[config.mk]
export PLATFORM = sky130hd
export DESIGN_NAME = leaf_node
export DESIGN_NICKNAME = d
export VERILOG_FILES = /design/src/design/leaf_pkg.sv /design/src/design/stream_if.sv /design/src/design/leaf_egress.sv /design/src/design/leaf_ingress.sv /design/src/design/leaf_node.sv /design/src/design/pair_adder_kernel.sv /design/src/design/port_fifo.sv
export VERILOG_INCLUDE_DIRS = /design/src /design/src/design
export SDC_FILE = /design/constraint.sdc
export NUM_CORES = 1
export LEC_CHECK = 0
export BUFFER_PORTS_ARGS = -buffer_cell sky130_fd_sc_hd__buf_2
export CAP_MARGIN = 40
export CORE_MARGIN = 2
export CORE_UTILIZATION = 67
export CTS_CLUSTER_DIAMETER = 80
export CTS_CLUSTER_SIZE = 10
export DETAILED_ROUTE_END_ITERATION = 6
export PLACE_DENSITY_LB_ADDON = 0.08
export SLEW_MARGIN = 5
export SYNTH_ARGS = -nofsm -noshare
export SYNTH_HDL_FRONTEND = slang
export SYNTH_SLANG_ARGS = --single-unit
[constraint.sdc]
create_clock -name clk -period 10.5 [get_ports clk]
set_input_delay 1.575 -clock clk [delete_from_list [all_inputs] [get_ports clk]]
set_output_delay 1.575 -clock clk [all_outputs]
set_load 0.02 [all_outputs]
[src/design/leaf_defines.svh]
`ifndef LEAF_DEFINES_SVH
`define LEAF_DEFINES_SVH

// tree packet fields from the msb down are vld, leaf, port, addr and payload.
`define LEAF_PACKET_BITS 49
`define LEAF_PAYLOAD_BITS 32
`define LEAF_LEAF_BITS 5
`define LEAF_PORT_BITS 4
`define LEAF_ADDR_BITS 7

// kernel port counts.
`define LEAF_NUM_IN_PORTS 6
`define LEAF_NUM_OUT_PORTS 3

// entries per input fifo.
`define LEAF_FIFO_DEPTH 4

`endif

[src/design/leaf_pkg.sv]
`default_nettype none

`include "leaf_defines.svh"

package leaf_pkg;

    typedef logic [`LEAF_PAYLOAD_BITS-1:0] leaf_word_t;

    typedef logic [`LEAF_ADDR_BITS-1:0] leaf_tag_t;

    // one tree packet as it appears on the link.
    typedef struct packed {
        logic vld;
        logic [`LEAF_LEAF_BITS-1:0] leaf;
        logic [`LEAF_PORT_BITS-1:0] port;
        leaf_tag_t addr;
        leaf_word_t payload;
    } leaf_packet_t;

    // destination of one kernel output.
    typedef struct packed {
        logic [`LEAF_LEAF_BITS-1:0] leaf;
        logic [`LEAF_PORT_BITS-1:0] port;
    } route_t;

endpackage

`default_nettype wire

[src/design/stream_if.sv]
`timescale 1ns/1ps
`default_nettype none

// valid/ack word stream; a word moves when vld and ack are both high.
interface stream_if;
    import leaf_pkg::*;

    logic vld;
    logic ack;
    leaf_word_t data;
    leaf_tag_t tag;

    modport source (
        output vld,
        output data,
        output tag,
        input ack
    );

    modport sink (
        input vld,
        input data,
        input tag,
        output ack
    );

endinterface

`default_nettype wire

[src/design/leaf_egress.sv]
`timescale 1ns/1ps
`default_nettype none

`include "leaf_defines.svh"

module leaf_egress (
    input wire clk,
    input wire rst_n,
    input wire resend,
    input wire route_we,
    input wire [1:0] route_idx,
    input wire leaf_pkg::route_t route_data,
    stream_if.sink res [`LEAF_NUM_OUT_PORTS],
    output leaf_pkg::leaf_packet_t dout
);
    import leaf_pkg::*;

    localparam int NUM_OUT = `LEAF_NUM_OUT_PORTS;
    localparam int IDX_BITS = $clog2(NUM_OUT);

    route_t route_tab [NUM_OUT];
    leaf_word_t res_data [NUM_OUT];
    leaf_tag_t res_tag [NUM_OUT];
    logic [NUM_OUT-1:0] req;
    logic [NUM_OUT-1:0] gnt;
    logic [IDX_BITS-1:0] sel;
    logic [IDX_BITS-1:0] last_q;
    leaf_packet_t pkt_d;
    leaf_packet_t pkt_q;

    for (genvar i = 0; i < NUM_OUT; i++) begin : g_res
        assign req[i] = res[i].vld;
        assign res_data[i] = res[i].data;
        assign res_tag[i] = res[i].tag;
        assign res[i].ack = gnt[i];
    end

    always_ff @(posedge clk) begin
        if (!rst_n) begin
            for (int i = 0; i < NUM_OUT; i++) begin
                route_tab[i] <= '0;
            end
        end else if (route_we) begin
            route_tab[route_idx] <= route_data;
        end
    end

    // round robin search starting just after the last grant.
    always_comb begin
        int idx;
        logic found;
        gnt = '0;
        sel = last_q;
        found = 1'b0;
        for (int k = 1; k <= NUM_OUT; k++) begin
            idx = (int'(last_q) + k) % NUM_OUT;
            if (!resend && !found && req[idx]) begin
                gnt[idx] = 1'b1;
                sel = IDX_BITS'(idx);
                found = 1'b1;
            end
        end
    end

    always_comb begin
        pkt_d.vld = 1'b1;
        pkt_d.leaf = route_tab[sel].leaf;
        pkt_d.port = route_tab[sel].port;
        pkt_d.addr = res_tag[sel];
        pkt_d.payload = res_data[sel];
    end

    always_ff @(posedge clk) begin
        if (!rst_n) begin
            last_q <= IDX_BITS'(NUM_OUT - 1);
            pkt_q <= '0;
        end else if (resend) begin
            // a packet caught by resend is held and sent once resend drops.
            pkt_q <= pkt_q;
        end else if (|gnt) begin
            last_q <= sel;
            pkt_q <= pkt_d;
        end else begin
            pkt_q <= '0;
        end
    end

    assign dout = resend ? '0 : pkt_q;

endmodule

`default_nettype wire

[src/design/leaf_ingress.sv]
`timescale 1ns/1ps
`default_nettype none

`include "leaf_defines.svh"

module leaf_ingress #(
    parameter logic [`LEAF_LEAF_BITS-1:0] LEAF_ID = '0
) (
    input wire clk,
    input wire rst_n,
    input wire leaf_pkg::leaf_packet_t din,
    stream_if.source push [`LEAF_NUM_IN_PORTS],
    output logic route_we,
    output logic [1:0] route_idx,
    output leaf_pkg::route_t route_data
);
    import leaf_pkg::*;

    localparam int NUM_IN = `LEAF_NUM_IN_PORTS;
    localparam int NUM_OUT = `LEAF_NUM_OUT_PORTS;
    localparam int PORT_BITS = `LEAF_PORT_BITS;
    localparam int ADDR_BITS = `LEAF_ADDR_BITS;

    logic armed;
    logic hit;

    // link is ignored until the first clock edge after reset.
    always_ff @(posedge clk) begin
        if (!rst_n) begin
            armed <= 1'b0;
        end else begin
            armed <= 1'b1;
        end
    end

    assign hit = armed && din.vld && (din.leaf == LEAF_ID);

    // push vld lasts only the arrival cycle and a full fifo simply drops it.
    for (genvar i = 0; i < NUM_IN; i++) begin : g_push
        assign push[i].vld = hit && (din.port == PORT_BITS'(i + 1));
        assign push[i].data = din.payload;
        assign push[i].tag = din.addr;
    end

    // port 0 is the configuration port and addr selects the output route.
    assign route_we = hit && (din.port == '0) && (din.addr != '0)
                      && (din.addr <= ADDR_BITS'(NUM_OUT));
    assign route_idx = din.addr[1:0] - 2'd1;
    assign route_data = route_t'(din.payload[$bits(route_t)-1:0]);

endmodule

`default_nettype wire

[src/design/leaf_node.sv]
`timescale 1ns/1ps
`default_nettype none

`include "leaf_defines.svh"

module leaf_node #(
    parameter logic [`LEAF_LEAF_BITS-1:0] LEAF_ID = 5'd3
) (
    input wire clk,
    input wire rst_n,
    input wire [`LEAF_PACKET_BITS-1:0] din_leaf_bft2interface,
    output wire [`LEAF_PACKET_BITS-1:0] dout_leaf_interface2bft,
    input wire resend
);
    import leaf_pkg::*;

    localparam int NUM_IN = `LEAF_NUM_IN_PORTS;
    localparam int NUM_OUT = `LEAF_NUM_OUT_PORTS;

    logic route_we;
    logic [1:0] route_idx;
    route_t route_data;

    // ingress to fifo, fifo to kernel, kernel to egress.
    stream_if push_s [NUM_IN] ();
    stream_if pop_s [NUM_IN] ();
    stream_if res_s [NUM_OUT] ();

    leaf_ingress #(
        .LEAF_ID(LEAF_ID)
    ) u_ingress (
        .clk(clk),
        .rst_n(rst_n),
        .din(din_leaf_bft2interface),
        .push(push_s),
        .route_we(route_we),
        .route_idx(route_idx),
        .route_data(route_data)
    );

    for (genvar i = 0; i < NUM_IN; i++) begin : g_fifo
        port_fifo u_fifo (
            .clk(clk),
            .rst_n(rst_n),
            .wr(push_s[i]),
            .rd(pop_s[i])
        );
    end

    pair_adder_kernel u_kernel (
        .clk(clk),
        .rst_n(rst_n),
        .in_s(pop_s),
        .out_s(res_s)
    );

    leaf_egress u_egress (
        .clk(clk),
        .rst_n(rst_n),
        .resend(resend),
        .route_we(route_we),
        .route_idx(route_idx),
        .route_data(route_data),
        .res(res_s),
        .dout(dout_leaf_interface2bft)
    );

endmodule

`default_nettype wire

[src/design/pair_adder_kernel.sv]
`timescale 1ns/1ps
`default_nettype none

`include "leaf_defines.svh"

module pair_adder_kernel (
    input wire clk,
    input wire rst_n,
    stream_if.sink in_s [`LEAF_NUM_IN_PORTS],
    stream_if.source out_s [`LEAF_NUM_OUT_PORTS]
);
    import leaf_pkg::*;

    localparam int NUM_OUT = `LEAF_NUM_OUT_PORTS;

    // output j sums inputs 2j and 2j+1, counted from zero.
    for (genvar j = 0; j < NUM_OUT; j++) begin : g_pair
        leaf_word_t sum_q;
        leaf_tag_t tag_q;
        logic vld_q;
        logic take;

        // both words are popped together once the result slot is free.
        assign take = in_s[2*j].vld && in_s[2*j+1].vld && (!vld_q || out_s[j].ack);

        assign in_s[2*j].ack = take;
        assign in_s[2*j+1].ack = take;

        always_ff @(posedge clk) begin
            if (!rst_n) begin
                vld_q <= 1'b0;
            end else if (take) begin
                vld_q <= 1'b1;
            end else if (out_s[j].ack) begin
                vld_q <= 1'b0;
            end
        end

        always_ff @(posedge clk) begin
            if (take) begin
                sum_q <= in_s[2*j].data + in_s[2*j+1].data;
                tag_q <= in_s[2*j].tag;
            end
        end

        assign out_s[j].vld = vld_q;
        assign out_s[j].data = sum_q;
        assign out_s[j].tag = tag_q;
    end

endmodule

`default_nettype wire

[src/design/port_fifo.sv]
`timescale 1ns/1ps
`default_nettype none

`include "leaf_defines.svh"

module port_fifo (
    input wire clk,
    input wire rst_n,
    stream_if.sink wr,
    stream_if.source rd
);
    import leaf_pkg::*;

    localparam int DEPTH = `LEAF_FIFO_DEPTH;
    localparam int PTR_BITS = $clog2(DEPTH);
    localparam logic [PTR_BITS-1:0] LAST_PTR = PTR_BITS'(DEPTH - 1);
    localparam logic [PTR_BITS:0] FULL_COUNT = (PTR_BITS + 1)'(DEPTH);

    leaf_word_t data_mem [DEPTH];
    leaf_tag_t tag_mem [DEPTH];
    logic [PTR_BITS-1:0] wr_ptr;
    logic [PTR_BITS-1:0] rd_ptr;
    logic [PTR_BITS:0] count;
    logic do_push;
    logic do_pop;

    assign wr.ack = (count != FULL_COUNT);
    assign rd.vld = (count != '0);
    assign rd.data = data_mem[rd_ptr];
    assign rd.tag = tag_mem[rd_ptr];

    assign do_push = wr.vld && wr.ack;
    assign do_pop = rd.vld && rd.ack;

    always_ff @(posedge clk) begin
        if (do_push) begin
            data_mem[wr_ptr] <= wr.data;
            tag_mem[wr_ptr] <= wr.tag;
        end
    end

    always_ff @(posedge clk) begin
        if (!rst_n) begin
            wr_ptr <= '0;
            rd_ptr <= '0;
            count <= '0;
        end else begin
            if (do_push) begin
                wr_ptr <= (wr_ptr == LAST_PTR) ? '0 : wr_ptr + 1'b1;
            end
            if (do_pop) begin
                rd_ptr <= (rd_ptr == LAST_PTR) ? '0 : rd_ptr + 1'b1;
            end
            // simultaneous push and pop leaves the count unchanged.
            if (do_push && !do_pop) begin
                count <= count + 1'b1;
            end else if (do_pop && !do_push) begin
                count <= count - 1'b1;
            end
        end
    end

endmodule

`default_nettype wire

==> impl_metrics.py <==
metrics = {
    "die": {
        "core_area_sq_mm": 0.06835,
        "die_w_um": 266.2,
        "boundaryPins": 101,
        "die_y_um": 266.2,
        "initial_utilization_pct": 67.41,
        "dieArea_sq_mm": 0.07088,
        "row_count": 96,
    },
    "power": {
        "p_per_area_mw_per_mm2": 169.1,
        "leakagePower_nw": 17.03,
        "power_w": 0.008672,
        "vdd_drop_max_mv": 0.1711,
    },
    "global_route": {
        "grt_pass1_wl_um": 149900,
        "grt_max_degree": 51,
        "grt_usage_pct": 28.70,
        "antenna_found_initial": 1,
        "grt_pass1_vias": 24555,
        "grt.overflow.total": 0,
    },
    "timing": {
        "setup_viol": 0,
        "drv_slew": 0,
        "timing.final.crit_period_ns": 4.579,
        "finClkSkew_ns": 0.03777,
        "fin_crit_sh_pct": 43.61,
        "whs_ns": 0.4731,
        "tns_ns": 0,
        "slew_headroom_pct": 35.53,
        "grt_setup_unrepaired": "no",
        "finalHoldViolations": 0,
        "worstMarginPinSlew_ns": 0.9613,
        "max_freq_mhz": 218.4,
    },
    "final_layout": {
        "multi_input_area_sq_mm": 0.01317,
        "num-fill-cells": 3977,
        "fin_nets": 2986,
        "final_common_cell": "edfxtp_1",
        "syn_to_final_growth_pct": 11.32,
        "drive_above_1_share_pct": 19.29,
        "regArea_sq_mm": 0.03237,
        "antenna_cells": 0,
        "final_area_sq_mm": 0.05129,
        "mostFrequentLayoutCells": "1005 x edfxtp_1, 222 x mux4_2, 133 x ha_1, 121 x clkbuf_16, 115 x a21oi_1",
    },
    "logic_synthesis": {
        "synth_area_sq_mm": 0.04607,
        "syn_avg_cell_area_sq_um": 17.74,
        "yosysTopAreaCell": "edfxtp_1",
        "ys_types": 77,
        "netlist_instances": 2597,
        "yosys_warnings": 0,
        "synth-main-ff-cell": "edfxtp_1",
        "ys_ff_latch": 1114,
        "synth_edf_count": 1005,
        "yosysSeqAreaShare_pct": 70.24,
        "synth_top_area_share_pct": 65.50,
        "ys_async_sr_fraction_pct": 0,
        "yosys-top-cells-area": "edfxtp_1 66%, mux4_2 11%, dfxtp_1 4.7%, ha_1 3.6%, mux2i_1 1.5%",
    },
    "clock_network": {
        "cts_tree": "yes",
        "post_cts.repair.setup_buffers": 0,
        "cts_hold_buf": 0,
        "clock_path_buffers": 3,
        "cts.clk_slew.worst_paths_ns": 0.06,
        "cts_buffers": 121,
        "ctsRootBufferMaster": "clkbuf_16",
        "cts-resized-gates": 0,
        "clk_latency_ns": 0.70,
        "htreeDepth": 3,
        "cts_num_sinks": 1114,
    },
    "drt": {
        "firstDrtPassIters": 6,
        "viasPerCell": 6.501,
        "dr.first_iter.drc_count": 2830,
        "wl_per_cell_um": 26.45,
        "wl_um": 99280,
        "drc": 0,
        "num_vias": 24406,
        "ant_nets": 0,
    },
    "setup_path": {
        "slowest_stage": "mux4_2",
        "critPathLaunchType": "flop",
        "critPathMaxFanout": 32,
        "crit_type": "reg2reg",
        "cp.required_ns": 10.91,
        "crit_path_end_kind": "flop",
        "cp_data_arrival_time_ns": 4.99,
        "crit_path_cell_trace": "buf_4 > mux4_2 > ha_1 > o21ai_0 > o21ai_0 > a21oi_1 > o41ai_2 > a31oi_1 > a21oi_1 > mux2i_1 > a2111oi_0",
        "critPathMaxStageDelay_ns": 0.64,
    },
    "placed_design": {
        "gp_congestion": 0.9293,
        "placed_area_sq_mm": 0.04785,
        "hpwl_um": 62100,
        "io_buffers": 100,
    },
    "run_status": {
        "status": "finished clean",
    },
    "worst_hold_path": {
        "hold_path.class": "reg2reg",
    },
    "flow_run": {
        "cap_violations": 0,
    },
}
-- synth_stat cells (all sizes together) (27+ instances only) --
cell type and number:
a21o 32, a21oi 115, a22oi 39, and2 55, buf 39, clkbuf 49, dfxtp 109, edfxtp 1005
ha 133, inv 66, mux2i 71, mux4 222, nand2 63, nor2 106, nor2b 61, o21ai 94
xnor2 62, xor2 27
-- state kept, by name, summed over array words and instances, names as in the netlist, named ones only --
register / flops
u_egress.route_tab: 36
u_kernel.out_s.tag: 21
g_fifo.u_fifo.data_mem: 768
u_egress.pkt_q: 49
u_egress.last_q: 2
u_ingress.armed: 1
u_kernel.out_s.data: 96
g_fifo.u_fifo.rd_ptr: 12
g_fifo.u_fifo.tag_mem: 84
g_fifo.u_fifo.count: 18
u_kernel.out_s.vld: 3
g_fifo.u_fifo.wr_ptr: 12
-- cell families (layout without fill, tap and decap cells) --
family | count (synthesis) | after routing | synth area share (%)
XOR/XNOR | 89 | 89 | 1.692
multiplexers | 296 | 296 | 12.48
adder cells (fa/ha/maj) | 142 | 142 | 4.003
AND/OR/NAND/NOR | 390 | 390 | 4.361
other | 1 | 9 | 0.008139
flip-flops | 1114 | 1114 | 70.24
AO/OA/AOI/OAI | 411 | 411 | 5.860
buffers and inverters | 154 | 421 | 1.355
-- layer usage --
layer | up-vias | part of all wire (%) | track usage (%)
li1 | 10725 | - | -
met1 | 12586 | 43 | 42.90
met2 | 934 | 48 | 45.38
met3 | 161 | 7.6 | 4.649
met4 | 0 | 2.0 | 6.787
met5 | - | 0 | 0
-- power by group --
| group | switching, W | total, W | internal [W] | leakage (nW) |
|---|---|---|---|---|
| sequential | 0.00000205 | 0.00483 | 0.00483 | 9.96 |
| clock | 0.00161 | 0.00375 | 0.00213 | 1.64 |
| combinational | 0.0000826 | 0.0000956 | 0.0000130 | 5.43 |
-- stage by stage --
stage / instances / setup slack, ns / utilization (%)
finish: 3754 / 5.921 / 75.04
global route: 3754 / 5.688 / 75.04
CTS: 3752 / 5.937 / 75.03
detailed placement: 3549 / 5.463 / 70.01
global placement: 3540 / 5.287 / 69.80
floorplan: 2605 / 4.965 / -
-- worst paths after layout --
path | slack [ns] | cells past startpoint | end | from
max | 5.92 | 11 | u_kernel.out_s[0].data[31] | flop
min | 0.47 | 2 | u_egress.pkt_q[7] | u_kernel.out_s[1].data[7]
max reg2reg | 5.92 | 11 | u_kernel.out_s[0].data[31] | flop
min reg2reg | 0.47 | 2 | u_egress.pkt_q[7] | u_kernel.out_s[1].data[7]
-- layout make-up --
cell class / instances / area share [%]
well taps: 882 / 2.152
inverters: 66 / 0.4830
clock buffers: 195 / 6.445
clock inverters: 8 / 0.2439
flip-flops and latches: 1114 / 63.11
repair buffers: 152 / 1.881
multi-input cells: 1337 / 25.69
-- critical path: cells and delay by family, from the launching register on --
| kind | cells | cell delay, ns |
|---|---|---|
| AOI/OAI and AO/OA | 7 | 2.30 |
| muxes | 2 | 0.77 |
| buffers and inverters | 1 | 0.51 |
| adders and majority gates | 1 | 0.38 |
| DFF | 1 | 0.32 |
Note: power is estimated with default switching activity, not from simulation.
